File: config.mk
export PLATFORM = sky130hd
export DESIGN_NAME = motion_top
export DESIGN_NICKNAME = d
export VERILOG_FILES = /design/src/design/motion_pkg.sv /design/src/design/host_pkg.sv /design/src/design/move_if.sv /design/src/design/spi_word_rx.sv /design/src/design/cmd_decoder.sv /design/src/design/step_planner.sv /design/src/design/hbridge_phase.sv /design/src/design/quad_counter.sv /design/src/design/motion_top.sv
export VERILOG_INCLUDE_DIRS = /design/src /design/src/design
export SDC_FILE = /design/constraint.sdc
export NUM_CORES = 2
export LEC_CHECK = 0
export BUFFER_PORTS_ARGS = -buffer_cell sky130_fd_sc_hd__buf_2
export CORE_MARGIN = 2
export CORE_UTILIZATION = 50
export CTS_CLUSTER_DIAMETER = 40
export DETAILED_ROUTE_END_ITERATION = 16
export PLACE_DENSITY = 0.74
export SKIP_LAST_GASP = 1
export SLEW_MARGIN = 15
export SYNTH_ARGS = -nofsm -noshare
export SYNTH_HDL_FRONTEND = slang
export SYNTH_SLANG_ARGS = --single-unit
export TNS_END_PERCENT = 20
File: constraint.sdc
create_clock -name CLK -period 6.2 [get_ports CLK]
set_input_delay 0.62 -clock CLK [delete_from_list [all_inputs] [get_ports CLK]]
set_output_delay 0.62 -clock CLK [all_outputs]
set_load 0.02 [all_outputs]
File: src/design/motion_defs.svh
`ifndef MOTION_DEFS_SVH
`define MOTION_DEFS_SVH

// SPI word width in bits
`define WORD_W 64

// Move queue entries, power of two
`define MOVE_DEPTH 4
`define MOVE_IDX_W 2

// Subtracted from the DDA accumulator on each step
`define DDA_THRESHOLD 64'h7FFF_FFFF_FFFF_FF9B

// Reported API version
`define VER_MAJOR 8'd0
`define VER_MINOR 8'd1
`define VER_PATCH 8'd0

// CLK cycles per DDA tick after reset
`define DIV_RESET 8'd40

`endif

File: src/design/motion_pkg.sv
`default_nettype none

`include "motion_defs.svh"

package motion_pkg;

  // Move length in DDA ticks
  typedef logic [`WORD_W-1:0] duration_t;

  // Signed step rate and accumulator
  typedef logic signed [`WORD_W-1:0] rate_t;

  // Signed encoder position
  typedef logic signed [`WORD_W-1:0] enc_count_t;

  // CLK cycles per DDA tick
  typedef logic [7:0] divisor_t;

  // Microstep mode, 2 is half step
  typedef logic [2:0] ustep_t;

  // Planner sequencing
  typedef enum logic {DDA_IDLE, DDA_RUN} dda_state_e;

endpackage

`default_nettype wire

File: src/design/host_pkg.sv
`default_nettype none

`include "motion_defs.svh"

package host_pkg;

  // One SPI transfer
  typedef logic [`WORD_W-1:0] word_t;

  // Command byte from the top of a word
  typedef logic [7:0] header_t;

  typedef enum logic [7:0] {
    CMD_COORD_STEP   = 8'h01,
    CMD_MOTOR_ENABLE = 8'h0A,
    CMD_CLK_DIVISOR  = 8'h0B,
    CMD_MICROSTEPS   = 8'h0C,
    CMD_API_VERSION  = 8'hFE
  } cmd_e;

  // Word expected next by the decoder
  typedef enum logic [2:0] {DEC_HEADER, DEC_DURATION, DEC_INCR, DEC_INCR2, DEC_TRAILER} dec_state_e;

endpackage

`default_nettype wire

File: src/design/move_if.sv
`timescale 1ns/1ps
`default_nettype none

// One queued move, decoder to planner
interface move_if;

  // Push strobe, one cycle per move
  logic wr;
  // Direction from header bit 0
  logic dir;
  motion_pkg::duration_t duration;
  motion_pkg::rate_t increment;
  motion_pkg::rate_t increment2;
  // Queue has no free entry
  logic full;

  modport source (output wr, output dir, output duration, output increment,
                  output increment2, input full);

  modport sink (input wr, input dir, input duration, input increment,
                input increment2, output full);

endinterface

`default_nettype wire

File: src/design/spi_word_rx.sv
`timescale 1ns/1ps
`default_nettype none

`include "motion_defs.svh"

module spi_word_rx (
  input  wire logic CLK,
  input  wire logic reset,
  input  wire logic sck,
  input  wire logic cs,
  input  wire logic copi,
  output logic cipo,
  input  wire host_pkg::word_t tx_word,
  output host_pkg::word_t rx_word,
  output logic word_valid
);

  localparam int CNT_W = $clog2(`WORD_W);

  // Two sync flops, third stage for edge detect
  logic [2:0] sck_s;
  logic [2:0] cs_s;
  logic [1:0] copi_s;
  logic [CNT_W-1:0] bit_cnt;
  host_pkg::word_t rx_shift;
  host_pkg::word_t tx_shift;
  logic sck_rise;
  logic sck_fall;
  logic cs_fall;
  logic cs_active;

  assign sck_rise = sck_s[1] & ~sck_s[2];
  assign sck_fall = ~sck_s[1] & sck_s[2];
  assign cs_fall = ~cs_s[1] & cs_s[2];
  assign cs_active = ~cs_s[1];

  // Bit counting and word strobe
  always_ff @(posedge CLK) begin
    if (reset) begin
      sck_s <= '0;
      cs_s <= '1;
      bit_cnt <= '0;
      word_valid <= 1'b0;
    end else begin
      sck_s <= {sck_s[1:0], sck};
      cs_s <= {cs_s[1:0], cs};
      word_valid <= 1'b0;
      // Deselect restarts the frame
      if (!cs_active) begin
        bit_cnt <= '0;
      end else if (sck_rise) begin
        bit_cnt <= bit_cnt + 1'b1;
        // 64th bit just captured
        if (bit_cnt == CNT_W'(`WORD_W - 1)) begin
          word_valid <= 1'b1;
        end
      end
    end
  end

  // Data shifters, MSB first both ways
  always_ff @(posedge CLK) begin
    copi_s <= {copi_s[0], copi};
    if (cs_active && sck_rise) begin
      rx_shift <= {rx_shift[`WORD_W-2:0], copi_s[1]};
    end
    // Reply word latched at frame start
    if (cs_fall) begin
      tx_shift <= tx_word;
    end else if (cs_active && sck_fall) begin
      tx_shift <= {tx_shift[`WORD_W-2:0], 1'b0};
    end
  end

  assign cipo = tx_shift[`WORD_W-1];
  assign rx_word = rx_shift;

  // Host holds CS low until well past the last rise
  assert property (@(posedge CLK) disable iff (reset) word_valid |-> !cs);

endmodule

`default_nettype wire

File: src/design/cmd_decoder.sv
`timescale 1ns/1ps
`default_nettype none

`include "motion_defs.svh"

module cmd_decoder (
  input  wire logic CLK,
  input  wire logic reset,
  input  wire logic word_valid,
  input  wire host_pkg::word_t rx_word,
  output host_pkg::word_t tx_word,
  move_if.source mv,
  output motion_pkg::divisor_t divisor,
  output logic enable,
  output motion_pkg::ustep_t microsteps,
  input  wire motion_pkg::enc_count_t enc_count,
  input  wire motion_pkg::enc_count_t enc_last
);

  host_pkg::dec_state_e state;
  host_pkg::header_t header;
  // Reply overrides for the next word out
  logic reply_ver;
  logic reply_last;

  assign header = rx_word[`WORD_W-1 -: 8];

  // Sequencing and configuration
  always_ff @(posedge CLK) begin
    if (reset) begin
      state <= host_pkg::DEC_HEADER;
      reply_ver <= 1'b0;
      reply_last <= 1'b0;
      mv.wr <= 1'b0;
      enable <= 1'b0;
      divisor <= `DIV_RESET;
      microsteps <= 3'd1;
    end else begin
      mv.wr <= 1'b0;
      if (word_valid) begin
        // Live encoder count unless overridden below
        reply_ver <= 1'b0;
        reply_last <= 1'b0;
        case (state)
          host_pkg::DEC_HEADER: begin
            case (host_pkg::cmd_e'(header))
              host_pkg::CMD_COORD_STEP:   state <= host_pkg::DEC_DURATION;
              host_pkg::CMD_MOTOR_ENABLE: enable <= rx_word[0];
              host_pkg::CMD_CLK_DIVISOR:  divisor <= rx_word[7:0];
              host_pkg::CMD_MICROSTEPS:   microsteps <= rx_word[2:0];
              host_pkg::CMD_API_VERSION: begin
                reply_ver <= 1'b1;
                state <= host_pkg::DEC_TRAILER;
              end
              // Unknown headers dropped
              default: state <= host_pkg::DEC_HEADER;
            endcase
          end
          host_pkg::DEC_DURATION: begin
            reply_last <= 1'b1;
            state <= host_pkg::DEC_INCR;
          end
          host_pkg::DEC_INCR: state <= host_pkg::DEC_INCR2;
          host_pkg::DEC_INCR2: begin
            mv.wr <= 1'b1;
            state <= host_pkg::DEC_HEADER;
          end
          // Version trailer content ignored
          default: state <= host_pkg::DEC_HEADER;
        endcase
      end
    end
  end

  // Move fields collected word by word
  always_ff @(posedge CLK) begin
    if (word_valid) begin
      case (state)
        host_pkg::DEC_HEADER:   mv.dir <= rx_word[0];
        host_pkg::DEC_DURATION: mv.duration <= rx_word;
        host_pkg::DEC_INCR:     mv.increment <= rx_word;
        host_pkg::DEC_INCR2:    mv.increment2 <= rx_word;
        default:                mv.dir <= mv.dir;
      endcase
    end
  end

  // Reply word, follows encoder live by default
  always_comb begin
    if (reply_ver) begin
      tx_word = {{(`WORD_W-24){1'b0}}, `VER_MAJOR, `VER_MINOR, `VER_PATCH};
    end else if (reply_last) begin
      tx_word = enc_last;
    end else begin
      tx_word = enc_count;
    end
  end

  // No back-pressure, host must respect queue depth
  assert property (@(posedge CLK) disable iff (reset) mv.wr |-> !mv.full);

endmodule

`default_nettype wire

File: src/design/step_planner.sv
`timescale 1ns/1ps
`default_nettype none

`include "motion_defs.svh"

module step_planner (
  input  wire logic CLK,
  input  wire logic reset,
  move_if.sink mv,
  input  wire motion_pkg::divisor_t divisor,
  input  wire motion_pkg::enc_count_t enc_count,
  output motion_pkg::enc_count_t enc_last,
  output logic step,
  output logic dir
);

  // Circular move queue
  logic q_dir [`MOVE_DEPTH];
  motion_pkg::duration_t q_duration [`MOVE_DEPTH];
  motion_pkg::rate_t q_incr [`MOVE_DEPTH];
  motion_pkg::rate_t q_incr2 [`MOVE_DEPTH];
  // Extra top bit tells full from empty
  logic [`MOVE_IDX_W:0] wr_ptr;
  logic [`MOVE_IDX_W:0] rd_ptr;
  logic [`MOVE_IDX_W-1:0] wr_idx;
  logic [`MOVE_IDX_W-1:0] rd_idx;
  logic empty;

  // Active move and DDA
  motion_pkg::dda_state_e state;
  motion_pkg::divisor_t clk_cnt;
  motion_pkg::duration_t ticks_left;
  motion_pkg::rate_t act_incr2;
  motion_pkg::rate_t rate;
  motion_pkg::rate_t rate_next;
  motion_pkg::rate_t acc;
  motion_pkg::rate_t acc_sum;
  logic act_dir;
  logic tick;

  assign wr_idx = wr_ptr[`MOVE_IDX_W-1:0];
  assign rd_idx = rd_ptr[`MOVE_IDX_W-1:0];
  assign empty = (wr_ptr == rd_ptr);
  assign mv.full = (wr_ptr[`MOVE_IDX_W] != rd_ptr[`MOVE_IDX_W]) && (wr_idx == rd_idx);

  assign tick = (state == motion_pkg::DDA_RUN) && (clk_cnt == divisor);
  assign rate_next = rate + act_incr2;
  assign acc_sum = acc + rate_next;
  // Step in the tick cycle itself
  assign step = tick && (acc_sum > 0);
  assign dir = act_dir;

  // Queue storage and active move fields
  always_ff @(posedge CLK) begin
    if (mv.wr) begin
      q_dir[wr_idx] <= mv.dir;
      q_duration[wr_idx] <= mv.duration;
      q_incr[wr_idx] <= mv.increment;
      q_incr2[wr_idx] <= mv.increment2;
    end
    if (state == motion_pkg::DDA_IDLE && !empty) begin
      act_dir <= q_dir[rd_idx];
      act_incr2 <= q_incr2[rd_idx];
      ticks_left <= q_duration[rd_idx];
      // Pre-biased so the first tick yields increment
      rate <= q_incr[rd_idx] - q_incr2[rd_idx];
    end else if (tick) begin
      rate <= rate_next;
      ticks_left <= ticks_left - 1'b1;
    end
  end

  // Pointers, tick divider and accumulator
  always_ff @(posedge CLK) begin
    if (reset) begin
      wr_ptr <= '0;
      rd_ptr <= '0;
      state <= motion_pkg::DDA_IDLE;
      clk_cnt <= 8'd1;
      acc <= '0;
      enc_last <= '0;
    end else begin
      if (mv.wr) begin
        wr_ptr <= wr_ptr + 1'b1;
      end
      case (state)
        motion_pkg::DDA_IDLE: begin
          if (!empty) begin
            rd_ptr <= rd_ptr + 1'b1;
            clk_cnt <= 8'd1;
            state <= motion_pkg::DDA_RUN;
          end
        end
        default: begin
          if (tick) begin
            clk_cnt <= 8'd1;
            enc_last <= enc_count;
            // Accumulator carries across moves
            acc <= step ? acc_sum - motion_pkg::rate_t'(`DDA_THRESHOLD) : acc_sum;
            // Duration+1 ticks per move
            if (ticks_left == '0) begin
              state <= motion_pkg::DDA_IDLE;
            end
          end else begin
            clk_cnt <= clk_cnt + 1'b1;
          end
        end
      endcase
    end
  end

  // Divisor must not drop below the running count
  assert property (@(posedge CLK) disable iff (reset)
    (state == motion_pkg::DDA_RUN) |-> (clk_cnt <= divisor));

endmodule

`default_nettype wire

File: src/design/hbridge_phase.sv
`timescale 1ns/1ps
`default_nettype none

module hbridge_phase (
  input  wire logic CLK,
  input  wire logic reset,
  input  wire logic step,
  input  wire logic dir,
  input  wire logic enable,
  input  wire motion_pkg::ustep_t microsteps,
  output logic phase_a1,
  output logic phase_a2,
  output logic phase_b1,
  output logic phase_b2
);

  logic [2:0] phase_idx;
  logic [2:0] stride;
  // Drive pattern as {a1, a2, b1, b2}
  logic [3:0] coils;

  // Half step walks every state, full step every other
  assign stride = (microsteps == 3'd2) ? 3'd1 : 3'd2;

  always_ff @(posedge CLK) begin
    if (reset) begin
      phase_idx <= 3'd0;
    end else if (enable && step) begin
      phase_idx <= dir ? phase_idx + stride : phase_idx - stride;
    end
  end

  // Even states energize both windings
  always_comb begin
    case (phase_idx)
      3'd0:    coils = 4'b1010;
      3'd1:    coils = 4'b0010;
      3'd2:    coils = 4'b0110;
      3'd3:    coils = 4'b0100;
      3'd4:    coils = 4'b0101;
      3'd5:    coils = 4'b0001;
      3'd6:    coils = 4'b1001;
      default: coils = 4'b1000;
    endcase
  end

  // Disabled bridge floats both windings
  assign {phase_a1, phase_a2, phase_b1, phase_b2} = enable ? coils : 4'b0000;

endmodule

`default_nettype wire

File: src/design/quad_counter.sv
`timescale 1ns/1ps
`default_nettype none

module quad_counter (
  input  wire logic CLK,
  input  wire logic reset,
  input  wire logic enc_a,
  input  wire logic enc_b,
  output motion_pkg::enc_count_t count,
  output logic fault
);

  // Two sync flops, third holds the previous sample
  logic [2:0] a_s;
  logic [2:0] b_s;
  // Gray code folded to a binary position
  logic [1:0] cur_pos;
  logic [1:0] prev_pos;
  logic [1:0] delta;

  assign cur_pos = {a_s[1], a_s[1] ^ b_s[1]};
  assign prev_pos = {a_s[2], a_s[2] ^ b_s[2]};
  assign delta = cur_pos - prev_pos;

  always_ff @(posedge CLK) begin
    if (reset) begin
      a_s <= '0;
      b_s <= '0;
      count <= '0;
      fault <= 1'b0;
    end else begin
      a_s <= {a_s[1:0], enc_a};
      b_s <= {b_s[1:0], enc_b};
      case (delta)
        2'd1:    count <= count + 1'b1;
        2'd3:    count <= count - 1'b1;
        // Both lines moved, sticky until reset
        2'd2:    fault <= 1'b1;
        default: count <= count;
      endcase
    end
  end

endmodule

`default_nettype wire

File: src/design/motion_top.sv
`timescale 1ns/1ps
`default_nettype none

module motion_top (
  input  wire logic CLK,
  input  wire logic reset,
  input  wire logic sck,
  input  wire logic cs,
  input  wire logic copi,
  output wire logic cipo,
  input  wire logic enc_a,
  input  wire logic enc_b,
  output wire logic phase_a1,
  output wire logic phase_a2,
  output wire logic phase_b1,
  output wire logic phase_b2,
  output wire logic enc_fault
);

  logic word_valid;
  host_pkg::word_t rx_word;
  host_pkg::word_t tx_word;
  motion_pkg::divisor_t divisor;
  logic enable;
  motion_pkg::ustep_t microsteps;
  motion_pkg::enc_count_t enc_count;
  motion_pkg::enc_count_t enc_last;
  logic step;
  logic dir;

  // Decoder to planner move channel
  move_if mv ();

  spi_word_rx u_spi (.CLK(CLK), .reset(reset), .sck(sck), .cs(cs), .copi(copi), .cipo(cipo),
                     .tx_word(tx_word), .rx_word(rx_word), .word_valid(word_valid));

  cmd_decoder u_dec (.CLK(CLK), .reset(reset), .word_valid(word_valid), .rx_word(rx_word),
                     .tx_word(tx_word), .mv(mv.source), .divisor(divisor), .enable(enable),
                     .microsteps(microsteps), .enc_count(enc_count), .enc_last(enc_last));

  step_planner u_plan (.CLK(CLK), .reset(reset), .mv(mv.sink), .divisor(divisor),
                       .enc_count(enc_count), .enc_last(enc_last), .step(step), .dir(dir));

  hbridge_phase u_bridge (.CLK(CLK), .reset(reset), .step(step), .dir(dir), .enable(enable),
                          .microsteps(microsteps), .phase_a1(phase_a1), .phase_a2(phase_a2),
                          .phase_b1(phase_b1), .phase_b2(phase_b2));

  quad_counter u_enc (.CLK(CLK), .reset(reset), .enc_a(enc_a), .enc_b(enc_b),
                      .count(enc_count), .fault(enc_fault));

endmodule

`default_nettype wire

Yosys cells after proc, flatten, opt, wreduce, memory -nomap -nowiden
Memory sizes are Yosys's and may differ from the RTL's. A register that Yosys moved wholly into a read port is not among the register bits.
Cells that the tools add are included.
Word-level totals
  flip-flop bits (word level): 763
  bits in writable memories: 772
  input bits: 7
  logic and storage cells: 149
  memories kept: 4
Memories
  u_plan.q_duration: depth 4, bits a word 64, rd ports 1, clocked after Yosys merged registers in 1, wr ports 1, line step_planner.sv:19  | motion_pkg::duration_t q_duration [`MOVE_DEPTH];
  u_plan.q_incr: depth 4, bits a word 64, rd ports 1, clocked after Yosys merged registers in 1, wr ports 1, line step_planner.sv:20  | motion_pkg::rate_t q_incr [`MOVE_DEPTH];
  u_plan.q_incr2: depth 4, bits a word 64, rd ports 1, clocked after Yosys merged registers in 1, wr ports 1, line step_planner.sv:21  | motion_pkg::rate_t q_incr2 [`MOVE_DEPTH];
  u_plan.q_dir: depth 4, bits a word 1, rd ports 1, clocked after Yosys merged registers in 1, wr ports 1, line step_planner.sv:18  | logic q_dir [`MOVE_DEPTH];
Cells by class
  add/sub/neg operators: 14
  $lt $le $gt $ge: 1
  eq/ne operators: 23
  muxes and demuxes: 36
  bitwise gates (word level): 12
  reduce and logical (&&, ||, !) cells: 27
Operator list (count)
  2-to-1 mux 64 bit: 9
  adder 64 bit: 2
  one-hot mux 64 bit (2 select lines): 1
  subtractor 64 x 1 -> 64 bit, second input constant: 2
  adder 64 x 1 -> 64 bit, second input constant: 1
  greater-than comparator 64 x 1 -> 1 bit, second input constant: 1
  logical NOT 64 bit: 1
  subtractor 64 bit: 1
  subtractor 64 bit, second input constant: 1
  one-hot mux 4 bit (7 select lines): 1
  == test 8 x 4 -> 1 bit, second input constant: 3
  2-to-1 mux 8 bit: 3
  one-hot mux 3 bit (3 select lines): 2
  == test 3 x 2 -> 1 bit, second input constant: 5
  2-to-1 mux 2 bit: 7
  AND reduction 2 bit: 7
  2-to-1 mux 1 bit: 11
  == test 3 bit, second input constant: 3
  AND reduction 3 bit: 3
  adder 8 x 1 -> 8 bit, second input constant: 1
  == test 8 x 1 -> 1 bit, second input constant: 1
  == test 8 bit: 1
  == test 8 bit, second input constant: 1
  NOT 1 bit: 7
  21 further kinds: 38

Depth between registers and ports, before layout
  word-level depth: 5
  depth in mapped cells: 33

Cells and area by module
From an unflattened synthesis, not the netlist that was laid out.
Unflattened totals
  cells, all modules: 5724
  area total of the unflattened synthesis: 73135.1 um^2
By module, submodules not included
  step_planner: times used 1, cells each 4173, area an instance 53913.0 um^2, seq. area each 31880.6 um^2
  cmd_decoder: times used 1, cells each 414, area an instance 7527.2 um^2, seq. area each 6155.9 um^2
  quad_counter: times used 1, cells each 858, area an instance 6080.8 um^2, seq. area each 1421.4 um^2
  spi_word_rx: times used 1, cells each 251, area an instance 5396.4 um^2, seq. area each 4144.0 um^2
  hbridge_phase: times used 1, cells each 28, area an instance 217.7 um^2, seq. area each 60.1 um^2

Least setup slack after synthesis
OpenSTA, ideal clock, no wires.
  path kind: flip-flop to flip-flop
  start point: reg u_plan.rate[0]
  end point: reg u_plan.acc[61]
  library setup time: 0.117 ns
  arrival: 6.344 ns
  data required time: 6.083 ns
  path slack: -0.262 ns
  cell stages (with the launch flop): 34
  period minus slack after synthesis: 6.462 ns
  path through: edfxtp_1 -> ha_1 -> inv_1 -> fa_1 -> nor2b_1 -> o31a_1 -> o21ai_0 -> a211oi_1 -> o21ai_0 -> nand3_1 -> a311oi_1 -> o31a_1 -> o21ai_0 -> a21oi_1 -> o21ba_2 -> xnor2_1 -> ha_1 -> clkbuf_1 -> a21oi_1 -> o21ai_1 -> a41o_1 -> a2111oi_1 -> o21ai_1 -> o41ai_2 -> o21bai_1 -> a21oi_1 -> xnor2_1 -> xor2_1 -> buf_2 -> buf_4 -> buf_2 -> o21ai_0 -> o21ai_1 -> nor2_1
Between the ends
  word-level cells in the longest chain between the ends: 5
  elaborated cells on any way between the ends: 6
Ends and longest elaborated chain
  start, declared: line step_planner.sv:34  | motion_pkg::rate_t rate;
  start signal, assigned: line step_planner.sv:66  | rate <= q_incr[rd_idx] - q_incr2[rd_idx];
  start signal, assigned: line step_planner.sv:68  | rate <= rate_next;
  adder 64 bit *: line step_planner.sv:47  | assign rate_next = rate + act_incr2;
  adder 64 bit *: line step_planner.sv:48  | assign acc_sum = acc + rate_next;
  greater-than comparator 64 x 1 -> 1 bit: line step_planner.sv:50  | assign step = tick && (acc_sum > 0);
  logical AND 1 bit: line step_planner.sv:50
  2-to-1 mux 64 bit *: line step_planner.sv:99  | acc <= step ? acc_sum - motion_pkg::rate_t'(`DDA_THRESHOLD) : acc_sum;
  end signal, assigned: line step_planner.sv:99
  end, declared: line step_planner.sv:36  | motion_pkg::rate_t acc;
Mark *: on every way between the ends. The rest lies on a longest branch, timed or not.
A chain may end at the register's enable or synchronous reset.

Worst setup path after layout
  start point: reg u_plan.act_incr2[5], read port of u_plan.q_incr2
  end point: reg u_plan.acc[5]
Between the ends
  word-level cells in the longest chain between the ends: 5
  elaborated cells on any way between the ends: 6
Ends and longest elaborated chain
  start, declared: line step_planner.sv:33  | motion_pkg::rate_t act_incr2;
  adder 64 bit *: line step_planner.sv:47
  adder 64 bit *: line step_planner.sv:48
  greater-than comparator 64 x 1 -> 1 bit: line step_planner.sv:50
  logical AND 1 bit: line step_planner.sv:50
  2-to-1 mux 64 bit *: line step_planner.sv:99
Marked as above.

==> results by group <==
Status
  • Status: complete, but fails checks
  • Failing checks: negative setup slack

Clock tree
  • Num Clock Sinks: approximately 1500
  • CTS root buf: clkbuf_16
  • Clock latency on the worst-skew pair: ~0.84 ns
  • Total CTS buffers: approximately 180
  • CTS tree: done
  • Htree depth: 4
  • Clock Pin Slew Worst Setup and Hold Paths: roughly 0.060 ns
  • Clock Path Buffers: 3

Drt
  • # DRC: 0
  • Post-DR vias/cell: 5.98
  • Vias: a little over 50000
  • Detail Route Antenna Nets: 0
  • DR iter-0 viols: between 4000 and 5000
  • Pre-antenna DRT Iters: 5
  • DR WL/cell: about 22 um
  • Total routed wirelength: approximately 190 mm

Logic synthesis
  • Number of flops mapped to enable cells by yosys: 1286
  • Cell Area, Synth: 72800 um^2
  • Mean post-synth cell area: approximately 13 um^2
  • Register area share after synthesis: 60.0%
  • Ys flop type: edfxtp_1
  • Mapped Cells: between 5000 and 6000
  • Yosys Warn Count: 0
  • Flops & latches, synth: around 1500
  • Post-Syn Nets: between 6000 and 7000
  • Distinct cells, synth: 100
  • Async SR Flop Fraction: 0%

STA
  • F_max: roughly 0.15 GHz
  • Slack of the critical path: -0.303 ns
  • Slew Limit Fails: 0
  • Worst slew pin tran: between 1 and 1.5 ns
  • Worst slew margin: roughly a quarter
  • Crit path time final: between 6 and 7 ns
  • Clk_skew: between 0.07 and 0.08 ns
  • Final Hold Viols: 0
  • Setup TNS: -9.91 ns
  • Setup violations, final: 67
  • Tcrit/Tclk final: 105%
  • RSZ-0062 raised after global routing: true

Placement
  • Dpl hpwl: 118 mm
  • Placed Cells: roughly 8000
  • RePlAce Congestion: around 0.95
  • IO buf count: 12
  • Pre-CTS setup slack: -1.18 ns

Worst setup path
  • Startpoint Class: register
  • Worst Reg2Reg Path Length in Cells: 29
  • Slowest CP cell: xnor2_1
  • Crit-path max cell delay: between 0.4 and 0.5 ns
  • Worst path most repeated cell: buf_4
  • Crit path buffers/inverters: 6
  • CP max FO: 5
  • WP data arrival: around 7.2 ns
  • Critical Path End Type: register
  • Worst Setup Path Type: register to register
  • CP required: around 7 ns
  • CP top delay family: simple AND/OR/NAND/NOR gates
  • Levels on crit path: 29

Final layout
  • P&R area growth vs syn: 20.0%
  • Layout fillers: around 11000
  • Final Net Count: 6639
  • Ratio of cells with drive above 1 in the final layout: 21.9%
  • Ant. Diodes: 0
  • Post-Layout Cell Count: 8423

Power and ir drop
  • PwrDens: 299 nW/um^2
  • Tot Pwr: approximately 26 mW
  • Worst IR drop on VDD: just over 0.3 mV
  • P_leak: slightly above 30 nW

GRT
  • Overflow after GRT: 0
  • First-pass GRT wire length: between 200 and 300 mm
  • Initial antenna violation count: 7
  • Gr usage total: approximately a quarter
  • Largest net degree at the start of global routing: about 190
  • Number of global-route vias before repair: roughly 49000

Die
  • Die area: ~150000 um^2
  • # rows: ~140
  • Core ar.: between 100000 and 150000 um^2
  • Die H: ~390 um
  • Chip width: about 390 um
  • Starting Density: between 50 and 60%
  • Ports: 13

Job
  • Maxcap violations: 0

Min path
  • Hold Crit Class: primary input to register
  • Hold depth: 2
layer usage:
metal | share of wire, % | track usage (%) | vias to the layer above
met1 | 43 | 35.5 | 24726
met2 | 47 | 40.0 | 2200
met5 | 0.015 | 0 | -
li1 | - | - | 23082
met4 | 2.7 | 6.95 | 4
met3 | 7.2 | 3.66 | 364
cells in the mapped netlist (9+ instances only):
cell type	instances	area share (%)
and2_1	28	0.24
mux2_2	12	0.19
o211ai_1	20	0.21
o21ai_1	13	0.089
nand3_1	91	0.63
mux4_2	193	6.0
nor4_1	46	0.40
o21bai_1	37	0.38
or4_1	24	0.25
mux2i_1	88	1.2
a31oi_1	44	0.38
dfxtp_1	252	6.9
or3_1	25	0.21
a211oi_1	42	0.43
o41ai_1	9	0.11
a21o_1	174	1.8
nor3b_1	23	0.24
inv_1	134	0.69
a21oi_1	405	2.8
o21ai_0	368	2.5
o31a_1	10	0.12
o31ai_1	14	0.14
nand2b_1	35	0.30
nand2_1	633	3.3
a311oi_1	12	0.14
nor2b_1	53	0.46
xnor2_1	211	2.5
nor3_1	146	1.0
nand4_1	66	0.57
ha_1	265	4.6
a221oi_1	12	0.14
a211o_1	12	0.14
o22ai_1	9	0.077
and3_1	56	0.48
xor2_1	113	1.4
o21a_1	32	0.33
buf_1	37	0.19
buf_2	28	0.19
edfxtp_1	1286	53
and4_1	19	0.23
or2_2	13	0.11
nor2_1	313	1.6
clkbuf_1	196	1.0
repair_timing:
action / 4_1_cts / 5_1_grt
setup buffers: 39 / 22
hold buffers: 5 / 0
setup endpoints to repair: 67 / 67
pin swaps: 78 / 87
cloned: 3 / 0
gates resized for setup: 149 / 108
hold endpoints to repair: 5 / 0
worst paths after layout:
| check | from | endpoint | slack [ns] |
|---|---|---|---|
| min | reset | u_enc.count[46]$_SDFFE_PP0P_ | 0.32 |
| max reg2reg | u_plan.act_incr2[5]$_DFFE_PP_ | u_plan.acc[5]$_SDFFE_PP0P_ | -0.30 |
| min reg2reg | u_spi.copi_s[0]$_DFF_P_ | u_spi.copi_s[1]$_DFF_P_ | 0.35 |
| max | u_plan.act_incr2[5]$_DFFE_PP_ | u_plan.acc[5]$_SDFFE_PP0P_ | -0.30 |
sequential cells by signal, indices dropped and copies added (netlist names), 4 cells and up, named ones only:
name                 count
u_dec.divisor            8
u_dec.mv.duration       64
u_dec.mv.increment      64
u_dec.mv.increment2     64
u_enc.count             64
u_plan.acc              64
u_plan.act_incr2        64
u_plan.clk_cnt           8
u_plan.enc_last         64
u_plan.q_dir             4
u_plan.q_duration      256
u_plan.q_incr          256
u_plan.q_incr2         256
u_plan.rate             64
u_plan.ticks_left       64
u_spi.bit_cnt            6
u_spi.rx_word           64
u_spi.tx_shift          64
placed cells by master (no fill, tap or decap), types with 34 or more instances in the layout:
cell,netlist,routed
edfxtp_1,1286,1286
buf_4,3,631
nand2_1,633,628
a21oi_1,405,377
o21ai_0,368,351
nor2_1,313,304
ha_1,265,252
dfxtp_1,252,249
xnor2_1,211,194
mux4_2,193,193
clkbuf_16,0,182
a21o_1,174,174
nor3_1,146,133
inv_1,134,130
xor2_1,113,107
mux2i_1,88,88
nand3_1,91,87
nand4_1,66,66
and3_1,56,54
nor2b_1,53,52
a31oi_1,44,42
o21bai_1,37,36
a211oi_1,42,34
nand2b_1,35,34
nor4_1,46,34
logic make-up after synthesis:
kind of cell    share of synthesized area, %
compound gates                          11.1
flops                                   60.0
mux                                     7.37
fa+ha+maj                               4.69
xor+xnor                                3.90
simple gates                            10.9
buf+inv                                 2.12
through the flow:
stage / util (%) / hold WS [ns] / cell area (um^2)
floorplan: - / 0.310 / 72800
global placement: 54.9 / 0.317 / 79000
detailed placement: 54.9 / 0.340 / 79000
CTS: 60.1 / 0.246 / 86500
global route: 60.6 / 0.325 / 87300
finish: 60.6 / 0.323 / 87300
where the power goes:
group | total, mW | internal (mW) | switching, mW
Clock | 11.1 | 6.56 | 4.58
Sequential | 11.3 | 11.3 | 0.0879
Combinational | 3.63 | 1.61 | 2.01
Total | 26.1 | 19.4 | 6.68
cell type report:
| type | count | area (um^2) | share of cell area (%) |
|---|---|---|---|
| Clock buffer | 209 | 4670 | 5.34 |
| Clock inverter | 133 | 1740 | 1.99 |
| Inverter | 134 | 508 | 0.582 |
| Multi-Input combinational cell | 3824 | 28900 | 33.1 |
| Sequential cell | 1538 | 43700 | 50.0 |
| Tap cell | 1903 | 2380 | 2.73 |
| Timing Repair Buffer | 682 | 5420 | 6.20 |
Power figures use the tool's default switching activity.
